## config.mk

```make
export PLATFORM = sky130hd
export DESIGN_NAME = sccb_top
export DESIGN_NICKNAME = d
export VERILOG_FILES = /design/src/rtl/sccb_pkg.sv /design/src/rtl/sccb_top.sv /design/src/rtl/sccb_config_seq.sv /design/src/rtl/sccb_master.sv /design/src/rtl/sccb_clk_gen.sv
export SDC_FILE = /design/constraint.sdc
export NUM_CORES = 1
export LEC_CHECK = 0
export ABC_AREA = 1
export BUFFER_PORTS_ARGS = -buffer_cell sky130_fd_sc_hd__buf_2
export CORE_MARGIN = 2
export CORE_UTILIZATION = 28
export CTS_BUF_LIST = sky130_fd_sc_hd__clkbuf_4
export DETAILED_ROUTE_END_ITERATION = 7
export PLACE_DENSITY_LB_ADDON = 0.12
export SLEW_MARGIN = 15
export SYNTH_ARGS = -nofsm -noshare
export SYNTH_HDL_FRONTEND = slang
export SYNTH_SLANG_ARGS = --single-unit
```

## constraint.sdc

```tcl
create_clock -name clk -period 1.5 [get_ports clk]
set_input_delay 0.3 -clock clk [delete_from_list [all_inputs] [get_ports clk]]
set_output_delay 0.3 -clock clk [all_outputs]
set_load 0.05 [all_outputs]
```

## src/rtl/sccb_pkg.sv

```systemverilog
`default_nettype none

package sccb_pkg;

	// bus device address, sent msb first
	typedef logic [6:0] dev_addr_t;

	// one register data byte
	typedef logic [7:0] sccb_byte_t;

	// one write frame: address phase then data phase
	typedef struct packed {
		dev_addr_t  dev_addr;
		sccb_byte_t data;
	} sccb_write_t;

	// clk cycles per quarter of a bus bit
	localparam int QUARTER_DIV = 4;

	// start, 7 addr, rw, ack, 8 data, ack, stop
	localparam int BIT_SLOTS = 20;

	// clk cycles from accept to the last quarter tick
	localparam int FRAME_CYCLES = BIT_SLOTS * 4 * QUARTER_DIV;

	// divider counter, one count per clk inside a quarter
	typedef logic [$clog2(QUARTER_DIV)-1:0] div_cnt_t;

	// number of entries in the configuration table
	localparam int CFG_LEN = 4;

	// table index
	typedef logic [1:0] cfg_idx_t;

	// camera bring-up writes, issued in order
	localparam sccb_write_t CFG_TABLE [CFG_LEN] = '{
		'{dev_addr: 7'h21, data: 8'h80},
		'{dev_addr: 7'h21, data: 8'h04},
		'{dev_addr: 7'h3c, data: 8'h1e},
		'{dev_addr: 7'h3c, data: 8'hc3}
	};

endpackage

`default_nettype wire
```

## src/rtl/sccb_top.sv

```systemverilog
`timescale 1ns/1ps
`default_nettype none

module sccb_top (
	input  logic clk,
	input  logic reset,
	input  logic cfg_start,
	output logic busy,
	output logic done,
	output logic scl,
	output logic sda
);

	sccb_pkg::sccb_write_t wr;
	logic                  wr_start;
	logic                  ready;
	logic                  run;
	logic                  qtick;

	// walks the table, one write per frame
	sccb_config_seq u_seq (
		.clk       (clk),
		.reset     (reset),
		.cfg_start (cfg_start),
		.ready     (ready),
		.wr        (wr),
		.wr_start  (wr_start),
		.busy      (busy),
		.done      (done)
	);

	// bit level frame engine
	sccb_master u_master (
		.clk      (clk),
		.reset    (reset),
		.wr       (wr),
		.wr_start (wr_start),
		.qtick    (qtick),
		.run      (run),
		.ready    (ready),
		.scl      (scl),
		.sda      (sda)
	);

	// quarter bit enables in the clk domain
	sccb_clk_gen u_clk_gen (
		.clk   (clk),
		.reset (reset),
		.run   (run),
		.qtick (qtick)
	);

endmodule

`default_nettype wire

```

## src/rtl/sccb_config_seq.sv

```systemverilog
`timescale 1ns/1ps
`default_nettype none

module sccb_config_seq (
	input  logic                  clk,
	input  logic                  reset,
	input  logic                  cfg_start,
	input  logic                  ready,
	output sccb_pkg::sccb_write_t wr,
	output logic                  wr_start,
	output logic                  busy,
	output logic                  done
);

	typedef enum logic [1:0] {
		IDLE,
		ISSUE,
		WAIT_LOW,
		WAIT_HIGH
	} state_t;

	state_t             state;
	sccb_pkg::cfg_idx_t idx;
	logic               last_entry;

	// table entry for the current index
	assign wr = sccb_pkg::CFG_TABLE[idx];

	assign last_entry = (idx == sccb_pkg::cfg_idx_t'(sccb_pkg::CFG_LEN - 1));

	// master takes it in this same cycle since ready is high
	assign wr_start = (state == ISSUE) && ready;

	always_ff @(posedge clk) begin
		if (reset) begin
			state <= IDLE;
			idx   <= '0;
			busy  <= 1'b0;
			done  <= 1'b0;
		end else begin
			done <= 1'b0;

			case (state)
				IDLE: begin
					// a new run only once the last one has finished
					if (cfg_start && !busy) begin
						state <= ISSUE;
						idx   <= '0;
						busy  <= 1'b1;
					end
				end
				ISSUE: begin
					if (ready) begin
						state <= WAIT_LOW;
					end
				end
				WAIT_LOW: begin
					// master drops ready one clk after accepting
					if (!ready) begin
						state <= WAIT_HIGH;
					end
				end
				WAIT_HIGH: begin
					if (ready) begin
						if (last_entry) begin
							state <= IDLE;
							busy  <= 1'b0;
							done  <= 1'b1;
						end else begin
							state <= ISSUE;
							idx   <= idx + 1'b1;
						end
					end
				end
				default: begin
					state <= IDLE;
				end
			endcase
		end
	end

endmodule

`default_nettype wire

```

## src/rtl/sccb_master.sv

```systemverilog
`timescale 1ns/1ps
`default_nettype none

module sccb_master (
	input  logic                  clk,
	input  logic                  reset,
	input  sccb_pkg::sccb_write_t wr,
	input  logic                  wr_start,
	input  logic                  qtick,
	output logic                  run,
	output logic                  ready,
	output logic                  scl,
	output logic                  sda
);

	typedef enum logic [2:0] {
		IDLE,
		START,
		ADDR,
		RW,
		ACK1,
		DATA,
		ACK2,
		STOP
	} state_t;

	state_t                state;
	state_t                state_nxt;
	logic [2:0]            bit_cnt;
	logic [2:0]            bit_nxt;
	logic [1:0]            qtr;
	logic [1:0]            qtr_nxt;
	logic                  scl_nxt;
	logic                  sda_nxt;
	logic                  accept;
	sccb_pkg::sccb_write_t wr_q;

	// new frame only taken while idle and ready
	assign accept = (state == IDLE) && ready && wr_start;

	// position after the next quarter tick
	always_comb begin
		state_nxt = state;
		bit_nxt   = bit_cnt;
		qtr_nxt   = qtr + 2'd1;

		// slot boundary, move on to the next slot
		if (qtr == 2'd3) begin
			case (state)
				START: begin
					state_nxt = ADDR;
					bit_nxt   = 3'd6;
				end
				ADDR: begin
					if (bit_cnt == 3'd0) begin
						state_nxt = RW;
					end else begin
						bit_nxt = bit_cnt - 3'd1;
					end
				end
				RW: begin
					state_nxt = ACK1;
				end
				ACK1: begin
					state_nxt = DATA;
					bit_nxt   = 3'd7;
				end
				DATA: begin
					if (bit_cnt == 3'd0) begin
						state_nxt = ACK2;
					end else begin
						bit_nxt = bit_cnt - 3'd1;
					end
				end
				ACK2: begin
					state_nxt = STOP;
				end
				STOP: begin
					state_nxt = IDLE;
				end
				default: begin
					state_nxt = IDLE;
				end
			endcase
		end
	end

	// line levels for the quarter being entered
	always_comb begin
		scl_nxt = 1'b1;
		sda_nxt = 1'b1;

		case (state_nxt)
			START: begin
				// scl stays high, sda falls halfway through
				scl_nxt = 1'b1;
				sda_nxt = (qtr_nxt < 2'd2);
			end
			ADDR: begin
				scl_nxt = qtr_nxt[1];
				sda_nxt = wr_q.dev_addr[bit_nxt];
			end
			RW: begin
				// write only
				scl_nxt = qtr_nxt[1];
				sda_nxt = 1'b0;
			end
			ACK1, ACK2: begin
				// ninth bit is don't care, line released
				scl_nxt = qtr_nxt[1];
				sda_nxt = 1'b1;
			end
			DATA: begin
				scl_nxt = qtr_nxt[1];
				sda_nxt = wr_q.data[bit_nxt];
			end
			STOP: begin
				// scl up at quarter 1, then sda up while scl high
				scl_nxt = (qtr_nxt != 2'd0);
				sda_nxt = qtr_nxt[1];
			end
			default: begin
				scl_nxt = 1'b1;
				sda_nxt = 1'b1;
			end
		endcase
	end

	always_ff @(posedge clk) begin
		if (reset) begin
			state   <= IDLE;
			bit_cnt <= 3'd0;
			qtr     <= 2'd0;
			run     <= 1'b0;
			ready   <= 1'b1;
			scl     <= 1'b1;
			sda     <= 1'b1;
		end else if (state == IDLE) begin
			if (accept) begin
				// slot 0 quarter 0 starts here, lines are already idle high
				state   <= START;
				bit_cnt <= 3'd0;
				qtr     <= 2'd0;
				run     <= 1'b1;
				ready   <= 1'b0;
			end else begin
				// one clk of settling after the stop slot
				ready <= 1'b1;
			end
			scl <= 1'b1;
			sda <= 1'b1;
		end else if (qtick) begin
			state   <= state_nxt;
			bit_cnt <= bit_nxt;
			qtr     <= qtr_nxt;
			scl     <= scl_nxt;
			sda     <= sda_nxt;
			run     <= (state_nxt != IDLE);
		end
	end

	// frame contents held for the whole frame
	always_ff @(posedge clk) begin
		if (accept) begin
			wr_q <= wr;
		end
	end

endmodule

`default_nettype wire

```

## src/rtl/sccb_clk_gen.sv

```systemverilog
`timescale 1ns/1ps
`default_nettype none

module sccb_clk_gen (
	input  logic clk,
	input  logic reset,
	input  logic run,
	output logic qtick
);

	sccb_pkg::div_cnt_t cnt;
	logic               cnt_wrap;

	// last clk of a quarter
	assign cnt_wrap = (cnt == sccb_pkg::div_cnt_t'(sccb_pkg::QUARTER_DIV - 1));

	// one pulse per quarter, only while a frame is on the bus
	assign qtick = run && cnt_wrap;

	// held at zero between frames so every frame starts on the same phase
	always_ff @(posedge clk) begin
		if (reset) begin
			cnt <= '0;
		end else if (!run) begin
			cnt <= '0;
		end else if (cnt_wrap) begin
			cnt <= '0;
		end else begin
			cnt <= cnt + 1'b1;
		end
	end

endmodule

`default_nettype wire

```

==> results of run 1 <==
[metrics by stage]
| step | instances | hold slack [ps] | TNS (ps) | instance area, sq um |
|---|---|---|---|---|
| after detailed placement | 325 | 417.4 | -733.5 | 1972 |
| final | 338 | 362.7 | -317.4 | 2295 |
| after global routing | 338 | 370.7 | -990.7 | 2295 |
| after floorplan | 214 | 378.7 | -7.169 | 1598 |
| after global placement | 325 | 414.1 | -883.5 | 1972 |
| after CTS | 332 | 316.2 | -375.8 | 2127 |
[cell usage after synthesis]
library cell and number:
o2bb2ai_1 1, buf_2 1, xor2_1 2, ha_1 12
nor4_1 1, clkbuf_1 1, nand3_2 2, nand3_1 16
nand2_2 3, nor2_1 10, nor3_2 2, o21ai_1 2
a31oi_1 2, a21oi_1 18, inv_2 3, dfxtp_1 20
or2_2 3, a31oi_2 1, o21ai_0 8, nand3b_1 2
edfxtp_1 6, o211ai_1 3, inv_1 32, nand2_1 61
nor3_1 1, a221oi_1 1
[final timing paths]
path / start / slack [ps] / to / depth (start not counted)
setup / recovery: u_master.bit_cnt[0]$_SDFFE_PP0P_ / -140 / u_master.sda$_SDFFE_PP1P_ / 10
hold / removal: reset / 360 / u_seq.state[0]$_SDFFE_PP0P_ / 2
setup reg to reg: u_master.bit_cnt[0]$_SDFFE_PP0P_ / -140 / u_master.sda$_SDFFE_PP1P_ / 10
hold reg to reg: u_clk_gen.cnt[0]$_SDFF_PP0_ / 430 / u_clk_gen.cnt[0]$_SDFF_PP0_ / 1
[where the power goes]
part / switching [mW] / internal (mW)
logic: 0.671 / 0.601
registers: 0.0740 / 0.844
clock network: 0.234 / 0.270
[repair_timing]
action | 4_1_cts | 5_1_grt
setup endpoints to repair | 11 | 21
pin swaps | 5 | 13
gates resized for setup | 22 | 36
buffers inserted | 3 | 8
[sequential cells by signal, indices dropped and copies added (netlist names)]
register / cells
u_seq.idx: 2
u_seq.state: 2
u_seq.done: 1
u_master.ready: 1
u_clk_gen.cnt: 2
u_master.sda: 1
u_master.scl: 1
u_master.wr_q: 6
u_master.qtr: 2
u_master.run: 1
u_seq.busy: 1
u_master.state: 3
u_master.bit_cnt: 3
[cells by family (layout without fill, tap and decap cells)]
group | count (synthesis) | count (layout)
AOI/OAI and AO/OA | 36 | 36
xor gates and xnor gates | 2 | 2
adders and majority gates | 12 | 12
buffers and inverters | 37 | 89
DFF | 26 | 26
and+or+nand+nor | 101 | 101
[cell usage in the layout (no fill, tap or decap), drive strengths merged]
master,Yosys,final
nand2,64,64
buf,1,50
inv,35,35
dfxtp,20,20
nand3,18,18
a21oi,18,18
ha,12,12
nor2,10,10
o21ai,10,10
edfxtp,6,6
o211ai,3,3
clkbuf,1,3
nor3,3,3
or2,3,3
a31oi,3,3
nand3b,2,2
xor2,2,2
o2bb2ai,1,1
a221oi,1,1
nor4,1,1
bufinv,0,1
[metal layers]
layer / GRT usage [%] / routed length, um
met5: 0 / 0
met1: 17.58 / 1902
met3: 1.379 / 120
met4: 3.158 / 21
met2: 20.69 / 1739
[critical path: cells and delay by family, from the launching register on]
family / cells / cell delay (ps)
simple gates: 5 / 500
flops: 1 / 380
compound gates: 2 / 340
buf+inv: 2 / 210
fa+ha+maj: 1 / 170
[area by class of cell]
cell class	instances	area share [%]
Multi-Input combinational cell	151	45.09
Sequential cell	26	26.12
Timing Repair Buffer	50	16.52
Inverter	35	6.052
Tap cell	72	3.926
Clock inverter	1	1.309
Clock buffer	3	0.9815
==> metrics.md, run 1 <==
| Metric | Value |
|---|---|
| CP endpoint kind | flip-flop |
| Slowest stage delay, CP | 380 ps |
| Cts bufs inserted | 3 |
| Utilization after layout | a little over two fifths |
| Fraction of the mapped netlist area in adder cells | 9.724% |
| Minimum clock period | between 1500 and 2000 ps |
| Max Cap Violations | 0 |
| Rel. slew slack | approximately 75% |
| Gr ovfl total | 0 |
| WL/cell | roughly 11 um |
| Power density cells | around 1200 mW/mm^2 |
| Placeable Area | roughly 0.0054 sq mm |
| Final setup margin | -144.6 ps |
| Share of layout cells above drive strength 1 | between 40% and 50% |
| Die area | 0.006124 sq mm |
| Worst path cell trace | inv_4 -> ha_4 -> a21oi_2 -> a31oi_4 -> buf_4 -> nor4_2 -> nand3_2 -> nand2_1 -> nand2_1 -> nand2_1 |
| Fillers | about 570 |
| Final Setup Violations | 4 |
| Critical Path RT | between 1500 and 2000 ps |
| DRC violations left | 0 |
| Num ports | 7 |
| Slew @ Worst Pin | around 380 ps |
| Gr usage total | 12.56% |
| Reg clk slew, reported paths | 160 ps |
| Clk sinks | 26 |
| Simple-gate share of the synthesized area | 29.17% |
| Crit path max-delay cell type | dfxtp_2 |
| Sequential element share of the synthesized area | between 30 and 40% |
| Fin nets | 282 |
| Mux cell area share after synthesis | 0% |
| Layout area overhead | 48.62% |
| Synth Area in Compound Gates | 13.29% |
| Failing checks | setup timing |
| Seq cells post-synth | 26 |
| Overall power | 2.693 mW |
| Seq. cell area | around 600 sq um |
| Htree depth | 1 |
| Top-area cell type share of the netlist area | ~26% |
| Die extent in x | slightly below 80 um |
| Final Max Tran Viols | 0 |
| ANT nets after route | 0 |
| Number of antenna violations at the first check in global routing | 0 |
| Top cells by area, synth | dfxtp_1, nand2_1, edfxtp_1 |
| Final number of hold-violating endpoints | 0 |
| Mapped Cells | 214 |
| Synth warn | 0 |
| WL final | between 3000 and 4000 um |
| Starting DRT DRC Count | 36 |
| Post-CTS Hold Buffers | 0 |
| Clock root cell | clkbuf_4 |
| Crit path max fanout | 6 |
| Maximum vdd ir drop | roughly 0.00068 V |
| Crit start category | flip-flop |
| First-pass GRT wire length | ~6000 um |
| Multi-input gate area | 0.001035 sq mm |
| Avg Inst Size Synth | about 7 sq um |
| Antenna cells | 0 |
| Vias in the first global route | 1394 |
| Synthesized area | about 0.0015 sq mm |
| DIE HEIGHT | between 70 and 80 um |
| Max clock buf depth | 2 |
| Clock latency on the worst-skew pair | about 330 ps |
| TritonCTS clock tree | built |
| Port Buf Inserts | 6 |
| Worst slack, placed | -221.1 ps |
| RePlAce Congestion | ~0.76 |
| Xor and xnor fraction of the mapped netlist area | 1.135% |
| Arr. time, crit path | ~1900 ps |
| LEAKAGE | about 0.99 nW |
| Initial Utilization | between 20% and 30% |
| Status | finished, violations left |
| Worst hold path type | primary input to flip-flop |
| Area leader, netlist | dfxtp_1 |
| Fmax | between 0.6 and 0.7 GHz |
| Drt via density | ~4.4 |
| Largest net degree at the start of global routing | 16 |
| Critical path class | flip-flop to flip-flop |
| Drt first pass iters | 4 |
| Via count | 1496 |
| HPWL after DPL | ~2700 um |
| Count of cell types in the netlist | 26 |
| Largest family of logic cells by synthesized area | simple AND/OR/NAND/NOR gates |
| Site row count | 27 |
| RSZ-0062 raised after global routing | yes |
| Final Skew | roughly 7.2 ps |
| Period utilization | 109.6% |
| Synthesized net count | around 230 |
| Most used cell, CP | nand2_1 |
Power figures use the tool's default switching activity.
==> run 2, diff against run 1 <==
- ABC_AREA: 1 -> default
==> metrics.md, run 2 <==
| Metric | Value |
|---|---|
| Critical Path RT | 1770 ps |
| Clock root cell | clkbuf_4 |
| Number of antenna violations at the first check in global routing | 0 |
| Failing checks | setup timing |
| ANT nets after route | 0 |
| Die area | 0.006552 sq mm |
| Port Buf Inserts | 6 |
| Gr usage total | around 14% |
| Final setup margin | -526.4 ps |
| Maximum vdd ir drop | 0.0007293 V |
| Final number of hold-violating endpoints | 0 |
| Layout area overhead | 49.74% |
| Site row count | 28 |
| Fmax | just under 0.5 GHz |
| Clock latency on the worst-skew pair | ~330 ps |
| Crit start category | flip-flop |
| Crit path max-delay cell type | dfxtp_2 |
| Arr. time, crit path | about 2300 ps |
| Top-area cell type share of the netlist area | about 24% |
| Sequential element share of the synthesized area | a little over a third |
| Count of cell types in the netlist | 49 |
| Rel. slew slack | approximately 75% |
| HPWL after DPL | about 3200 um |
| DIE HEIGHT | roughly 81 um |
| Post-CTS Hold Buffers | 0 |
| Synthesized area | approximately 0.0017 sq mm |
| Fin nets | roughly 270 |
| WL final | approximately 4400 um |
| Crit path max fanout | 6 |
| Die extent in x | about 81 um |
| Antenna cells | 0 |
| Reg clk slew, reported paths | roughly 160 ps |
| Power density cells | around 1100 mW/mm^2 |
| CP endpoint kind | flip-flop |
| Drt first pass iters | 4 |
| Starting DRT DRC Count | 69 |
| Avg Inst Size Synth | about 9 sq um |
| Utilization after layout | between 40% and 50% |
| Seq cells post-synth | 26 |
| WP buf/inv | 1 |
| Final Max Tran Viols | 0 |
| Mapped Cells | roughly 190 |
| Via count | between 1500 and 2000 |
| Final Setup Violations | 7 |
| Gr ovfl total | 0 |
| TritonCTS clock tree | built |
| Status | finished, violations left |
| DRC violations left | 0 |
| Area leader, netlist | dfxtp_1 |
| Slew @ Worst Pin | roughly 370 ps |
| Reg with most FFs | u_master.wr_q |
| Largest net degree at the start of global routing | 20 |
| Leading cell type in the layout, fill and taps excluded | buf_4 |
| Period utilization | 135.1% |
| LEAKAGE | around 0.96 nW |
| Commonest non-fill, non-tap cells in the layout | buf_4, nor2_1, nand2_1, dfxtp_1, buf_6 |
| Top cells by area, synth | dfxtp_1, edfxtp_1, ha_1 |
| Drt via density | 4.951 |
| Max Cap Violations | 0 |
| Placeable Area | about 0.0058 sq mm |
| Worst slack, placed | -527.0 ps |
| Worst hold path type | primary input to flip-flop |
| Initial Utilization | ~29% |
| Max clock buf depth | 2 |
| Vias in the first global route | between 1500 and 2000 |
| WL/cell | 13.60 um |
| Regs by FF count | u_master.wr_q: 6 flops, u_master.bit_cnt: 3 flops, u_master.state: 3 flops |
| First-pass GRT wire length | 7465 um |
| RSZ-0062 raised after global routing | yes |
| Post-synth top flop | dfxtp_1 |
| Slowest stage delay, CP | 360 ps |
| Synth warn | 0 |
| Commonest cells in the netlist | dfxtp_1, nor2_1, ha_1, inv_1, o21ai_0 |
| Ys async rst share | 0% |
| Share of layout cells above drive strength 1 | 51.81% |
| Critical path class | flip-flop to flip-flop |
| Final Skew | roughly 15 ps |
| Max FFs per register | 6 |
| Clk sinks | 26 |
| Worst hold slack | between 200 and 250 ps |
| Synthesized net count | roughly 200 |
| Post-synth EDFFs | 6 |
| Cts bufs inserted | 3 |
| Setup Total Neg Slack | -1658 ps |
| Minimum clock period | roughly 2000 ps |
| Htree depth | 1 |
| Worst path cell trace | inv_4 -> ha_4 -> nor2b_4 -> a211oi_2 -> a311oi_4 -> nand2_1 -> and3_4 -> a2111oi_4 -> a31o_1 |
| RePlAce Congestion | ~0.9 |
| Num ports | 7 |
| Crit-path leading delay family | compound AO/OA/AOI/OAI gates |
-- run 2: changes by cell type in the layout (fill, tap and decap cells not counted), moves of 5 or more --
| cell | delta |
|---|---|
| inv_2 | -6 |
| nand2_1 | -41 |
| nor2_1 | +9 |
| a21oi_2 | -7 |
| nand3_1 | -8 |
| nor2b_1 | +5 |
| buf_4 | +13 |
| inv_1 | -19 |
| nand2b_1 | +5 |
| nand2_2 | -8 |
| o21ai_2 | +6 |
-- run 2: per-stage QoR --
step,instance area [sq um],std cells,power [mW]
floorplan,1735,188,1.527
global placement,2138,307,1.889
detailed placement,2138,307,1.927
CTS,2316,319,2.437
global route,2482,324,2.840
finish,2482,324,2.625
-- run 2: cell type report --
| class | count | area [sq um] |
|---|---|---|
| repair buffers | 67 | 521.8 |
| multi-input cells | 140 | 1179 |
| flip-flops and latches | 26 | 603.1 |
| inverters | 12 | 55.05 |
| well taps | 75 | 93.84 |
| fillers | 591 | 3333 |
| clock buffers | 4 | 30.03 |
-- run 2: power by group --
part / switching (mW) / internal, mW / total [mW]
Sequential: 0.120 / 0.860 / 0.980
Clock: 0.216 / 0.122 / 0.338
Combinational: 0.607 / 0.700 / 1.31
-- run 2: final timing paths --
path,from,endpoint,slack [ps],cells past startpoint
setup / recovery,u_master.bit_cnt[1]$_SDFFE_PP0P_,u_master.sda$_SDFFE_PP1P_,-530,9
hold / removal,cfg_start,u_seq.busy$_SDFFE_PP0P_,220,3
setup reg to reg,u_master.bit_cnt[1]$_SDFFE_PP0P_,u_master.sda$_SDFFE_PP1P_,-530,9
hold reg to reg,u_clk_gen.cnt[0]$_SDFF_PP0_,u_clk_gen.cnt[0]$_SDFF_PP0_,440,1
-- run 2: logic make-up (layout without fill, tap and decap cells) --
| logic type | count (synthesis) | after routing | synth area share, % |
|---|---|---|---|
| compound gates | 54 | 54 | 24.68 |
| xor+xnor | 3 | 3 | 1.585 |
| buf+inv | 22 | 83 | 6.113 |
| flops | 26 | 26 | 35.02 |
| simple gates | 68 | 68 | 21.66 |
| fa+ha+maj | 12 | 12 | 9.056 |
| mux | 3 | 3 | 1.887 |
-- run 2: worst min-delay path, stage by stage --
cell and delay [ps]:
buf_2 100, nand3_1 70, a21oi_1 50
-- run 2: metal layers --
layer	GRT usage [%]	vias to the layer above	routed length, um
li1	-	807	-
met3	1.778	4	100
met2	27.11	27	2401
met1	17.00	766	1863
met4	4.237	0	41
met5	0	-	0
-- run 2: repair_timing --
item,in CTS,in global routing
resized for setup,28,33
pin swaps,15,12
setup buffers,8,6
cloned,1,0
hold endpoints to repair,0,0
endpoints found under the setup margin,15,21
==> run 3, diff against run 2 <==
- SYNTH_HIERARCHICAL: default -> 1
==> metrics.md, run 3 <==
| Metric | Value |
|---|---|
| DRC violations left | 0 |
| Fmax | between 0.5 and 0.6 GHz |
| Via count | ~1700 |
| FF-to-FF End | u_master/sda$_SDFFE_PP1P_ |
| Count of cell types in the netlist | between 50 and 60 |
| Minimum clock period | between 1500 and 2000 ps |
| Die area | just over 0.008 sq mm |
| Max Cap Violations | 0 |
| Largest net degree at the start of global routing | 13 |
| Placeable Area | ~0.0072 sq mm |
| WL/cell | roughly 14 um |
| Worst slack, placed | -503.8 ps |
| Clock latency on the worst-skew pair | between 300 and 400 ps |
| Largest family of logic cells by synthesized area | simple AND/OR/NAND/NOR gates |
| CP endpoint kind | flip-flop |
| Hold path startpoint | reset |
| Seq pwr share | 34.6% |
| Post-synth top flop | dfxtp_1 |
| Antenna cells | 0 |
| Sw Share | between 30% and 40% |
| Net switching power | between 1 and 1.5 mW |
| Critical path class | flip-flop to flip-flop |
| Reg clk slew, reported paths | 110 ps |
| Share of layout cells above drive strength 1 | a little under three fifths |
| Finished Layout Cells | 372 |
| Commonest non-fill, non-tap cells in the layout | buf_4, buf_6, nor2_1, edfxtp_1 |
| Cell depth of the worst flop-to-flop path | 8 |
| Ys async rst share | 0% |
| Slowest stage delay, CP | approximately 400 ps |
| Simple-gate share of the synthesized area | 18.58% |
| Crit path max-delay cell type | or3_4 |
| HPWL after DPL | approximately 3400 um |
| Cts bufs inserted | 5 |
| Area leader, netlist | edfxtp_1 |
| Avg Inst Size Synth | 9.956 sq um |
| Max clock buf depth | 2 |
| Clock root cell | clkbuf_4 |
| Cell count after placement | between 300 and 400 |
| Max FFs per register | 15 |
| Synth Area in Compound Gates | between 15 and 20% |
| Hold EP | u_seq/idx[0]$_SDFFE_PP0P_ |
| Overall power | between 3 and 4 mW |
| TritonCTS clock tree | built |
| Number of antenna violations at the first check in global routing | 0 |
| Failing checks | setup timing |
| Status | finished, violations left |
| Final Setup Violations | 11 |
| Sequential element share of the synthesized area | between 40% and 50% |
| Critical R2R Launch | u_master/state[2]$_SDFFE_PP0P_ |
| Fin area | 0.003219 sq mm |
| Crit start category | flip-flop |
| Drt first pass iters | 5 |
| Setup Total Neg Slack | -2304 ps |
| Power share of the combinational group | 47.8% |
| WL final | 5175 um |
| Post-synth EDFFs | 15 |
| Die extent in x | between 90 and 100 um |
| ANT nets after route | 0 |
| Power density cells | about 1200 mW/mm^2 |
| DIE HEIGHT | ~90 um |
| Initial Utilization | 28.84% |
| Fillers | roughly 720 |
| Period utilization | 130.3% |
| Reg with most FFs | u_master/wr_q |
| Port Buf Inserts | 6 |
| Critical Path RT | 1730 ps |
| Num ports | 7 |
| Starting DRT DRC Count | between 40 and 50 |
| Xor and xnor fraction of the mapped netlist area | less than 1% |
| Final Max Tran Viols | 0 |
| R2R Setup Slk | -450 ps |
| Synthesized area | between 0.002 and 0.0025 sq mm |
| First-pass GRT wire length | about 9000 um |
| Clock power share | between 15 and 20% |
| Placement Cell Area | between 0.002 and 0.003 sq mm |
| Top-area cell type share of the netlist area | 21.65% |
| Arr. time, crit path | roughly 2200 ps |
| Commonest cells in the netlist | dfxtp_1, nor2_1, edfxtp_1 |
| WHS Path Cells | 3 |
| Utilization after layout | between 40% and 50% |
| Gr usage total | between 10% and 20% |
| RSZ-0062 raised after global routing | yes |
| Layout area overhead | 54.72% |
| Mux cell area share after synthesis | 7.396% |
| Final Skew | 10.41 ps |
| Most frequent cell after synthesis | dfxtp_1 |
| Synth warn | 6 |
| Leading cell type in the layout, fill and taps excluded | buf_4 |
| P_int | roughly 2.5 mW |
| Top cells by area, synth | edfxtp_1, dfxtp_1, ha_1 |
| Clk sinks | 35 |
| Mapped Cells | ~210 |
| LEAKAGE | roughly 1.3 nW |
| Htree depth | 2 |
| Worst hold slack | 353.2 ps |
| Gr ovfl total | 0 |
| Crit path max fanout | 7 |
| Seq cells post-synth | 35 |
| Fraction of the mapped netlist area in adder cells | 7.817% |
| Worst path cell trace | or3_4 -> and3_4 -> o22ai_4 -> buf_12 -> mux2i_2 -> mux2i_1 -> o211ai_1 -> a32oi_1 |
| Final setup margin | -455.0 ps |
| Fin nets | between 200 and 300 |
| Regs by FF count | u_master/wr_q: 15 flops, u_master/bit_cnt: 3 flops, u_master/state: 3 flops |
| Site row count | 31 |
| Drt via density | approximately 4.6 |
| Final number of hold-violating endpoints | 0 |
| Vias in the first global route | between 1500 and 2000 |
| Worst hold path type | primary input to flip-flop |
| Maximum vdd ir drop | 0.0009717 V |
| RePlAce Congestion | between 0.7 and 0.8 |
| Post-CTS Hold Buffers | 0 |
run 3: repair_timing:
item / CTS / global route
resized for setup: 74 / 25
cloned: 1 / 0
buffers inserted: 14 / 5
endpoints found under the setup margin: 32 / 32
pin swaps: 21 / 24
run 3: power by group through the flow:
stage                     combinational [mW]  sequential [mW]  clock (mW)
after floorplan                        0.639             1.35           0
after global placement                  1.11             1.32           0
after detailed placement                1.10             1.32           0
after CTS                               1.57             1.32       0.693
after global routing                    1.94             1.34       0.743
final                                   1.82             1.31       0.672
run 3: final cells by class:
| cell class | instances | area, sq um | share of cell area [%] |
|---|---|---|---|
| clock buffers | 5 | 37.54 | 1.166 |
| well taps | 99 | 123.9 | 3.848 |
| multi-input cells | 145 | 1420 | 44.11 |
| repair buffers | 73 | 679.4 | 21.10 |
| inverters | 12 | 50.05 | 1.555 |
| flip-flops and latches | 35 | 869.6 | 27.01 |
| clock inverters | 3 | 38.79 | 1.205 |
run 3: kinds of logic (layout without fill, tap and decap cells):
group           count (synthesis)  after routing
mux                            14             14
xor+xnor                        2              2
compound gates                 44             44
buf+inv                        31             93
fa+ha+maj                      13             13
simple gates                   68             68
flops                          35             35
other cells                     2              4
run 3: routing by layer:
metal | track usage (%) | up-vias | wire length (um)
li1 | - | 876 | -
met1 | 17.06 | 827 | 2384
met2 | 22.74 | 14 | 2594
met3 | 2.263 | 9 | 91
met4 | 4.872 | 0 | 105
met5 | 0 | - | 0
run 3: critical path: cells and delay by family (launching register included):
family,cells,cell delay [ps]
buffers and inverters,1,150
and+or+nand+nor,2,580
AOI/OAI and AO/OA,3,460
muxes,2,300
DFF,1,360
run 3: how the worst max path moves through the flow:
| stage | startpoint | end | slack, ps |
|---|---|---|---|
| 2_1_floorplan | u_master/bit_cnt[0]$_SDFFE_PP0P_ | u_master/sda$_SDFFE_PP1P_ | -400 |
| 5_1_grt | u_master/state[2]$_SDFFE_PP0P_ | u_master/sda$_SDFFE_PP1P_ | -550 |
| 6_report | u_master/state[2]$_SDFFE_PP0P_ | u_master/sda$_SDFFE_PP1P_ | -450 |
| 4_1_cts | u_master/state[2]$_SDFFE_PP0P_ | u_master/sda$_SDFFE_PP1P_ | -470 |
| 3_5_place_dp | u_master/state[2]$_SDFFE_PP0P_ | u_master/sda$_SDFFE_PP1P_ | -500 |
| 3_3_place_gp | u_master/state[2]$_SDFFE_PP0P_ | u_master/sda$_SDFFE_PP1P_ | -530 |
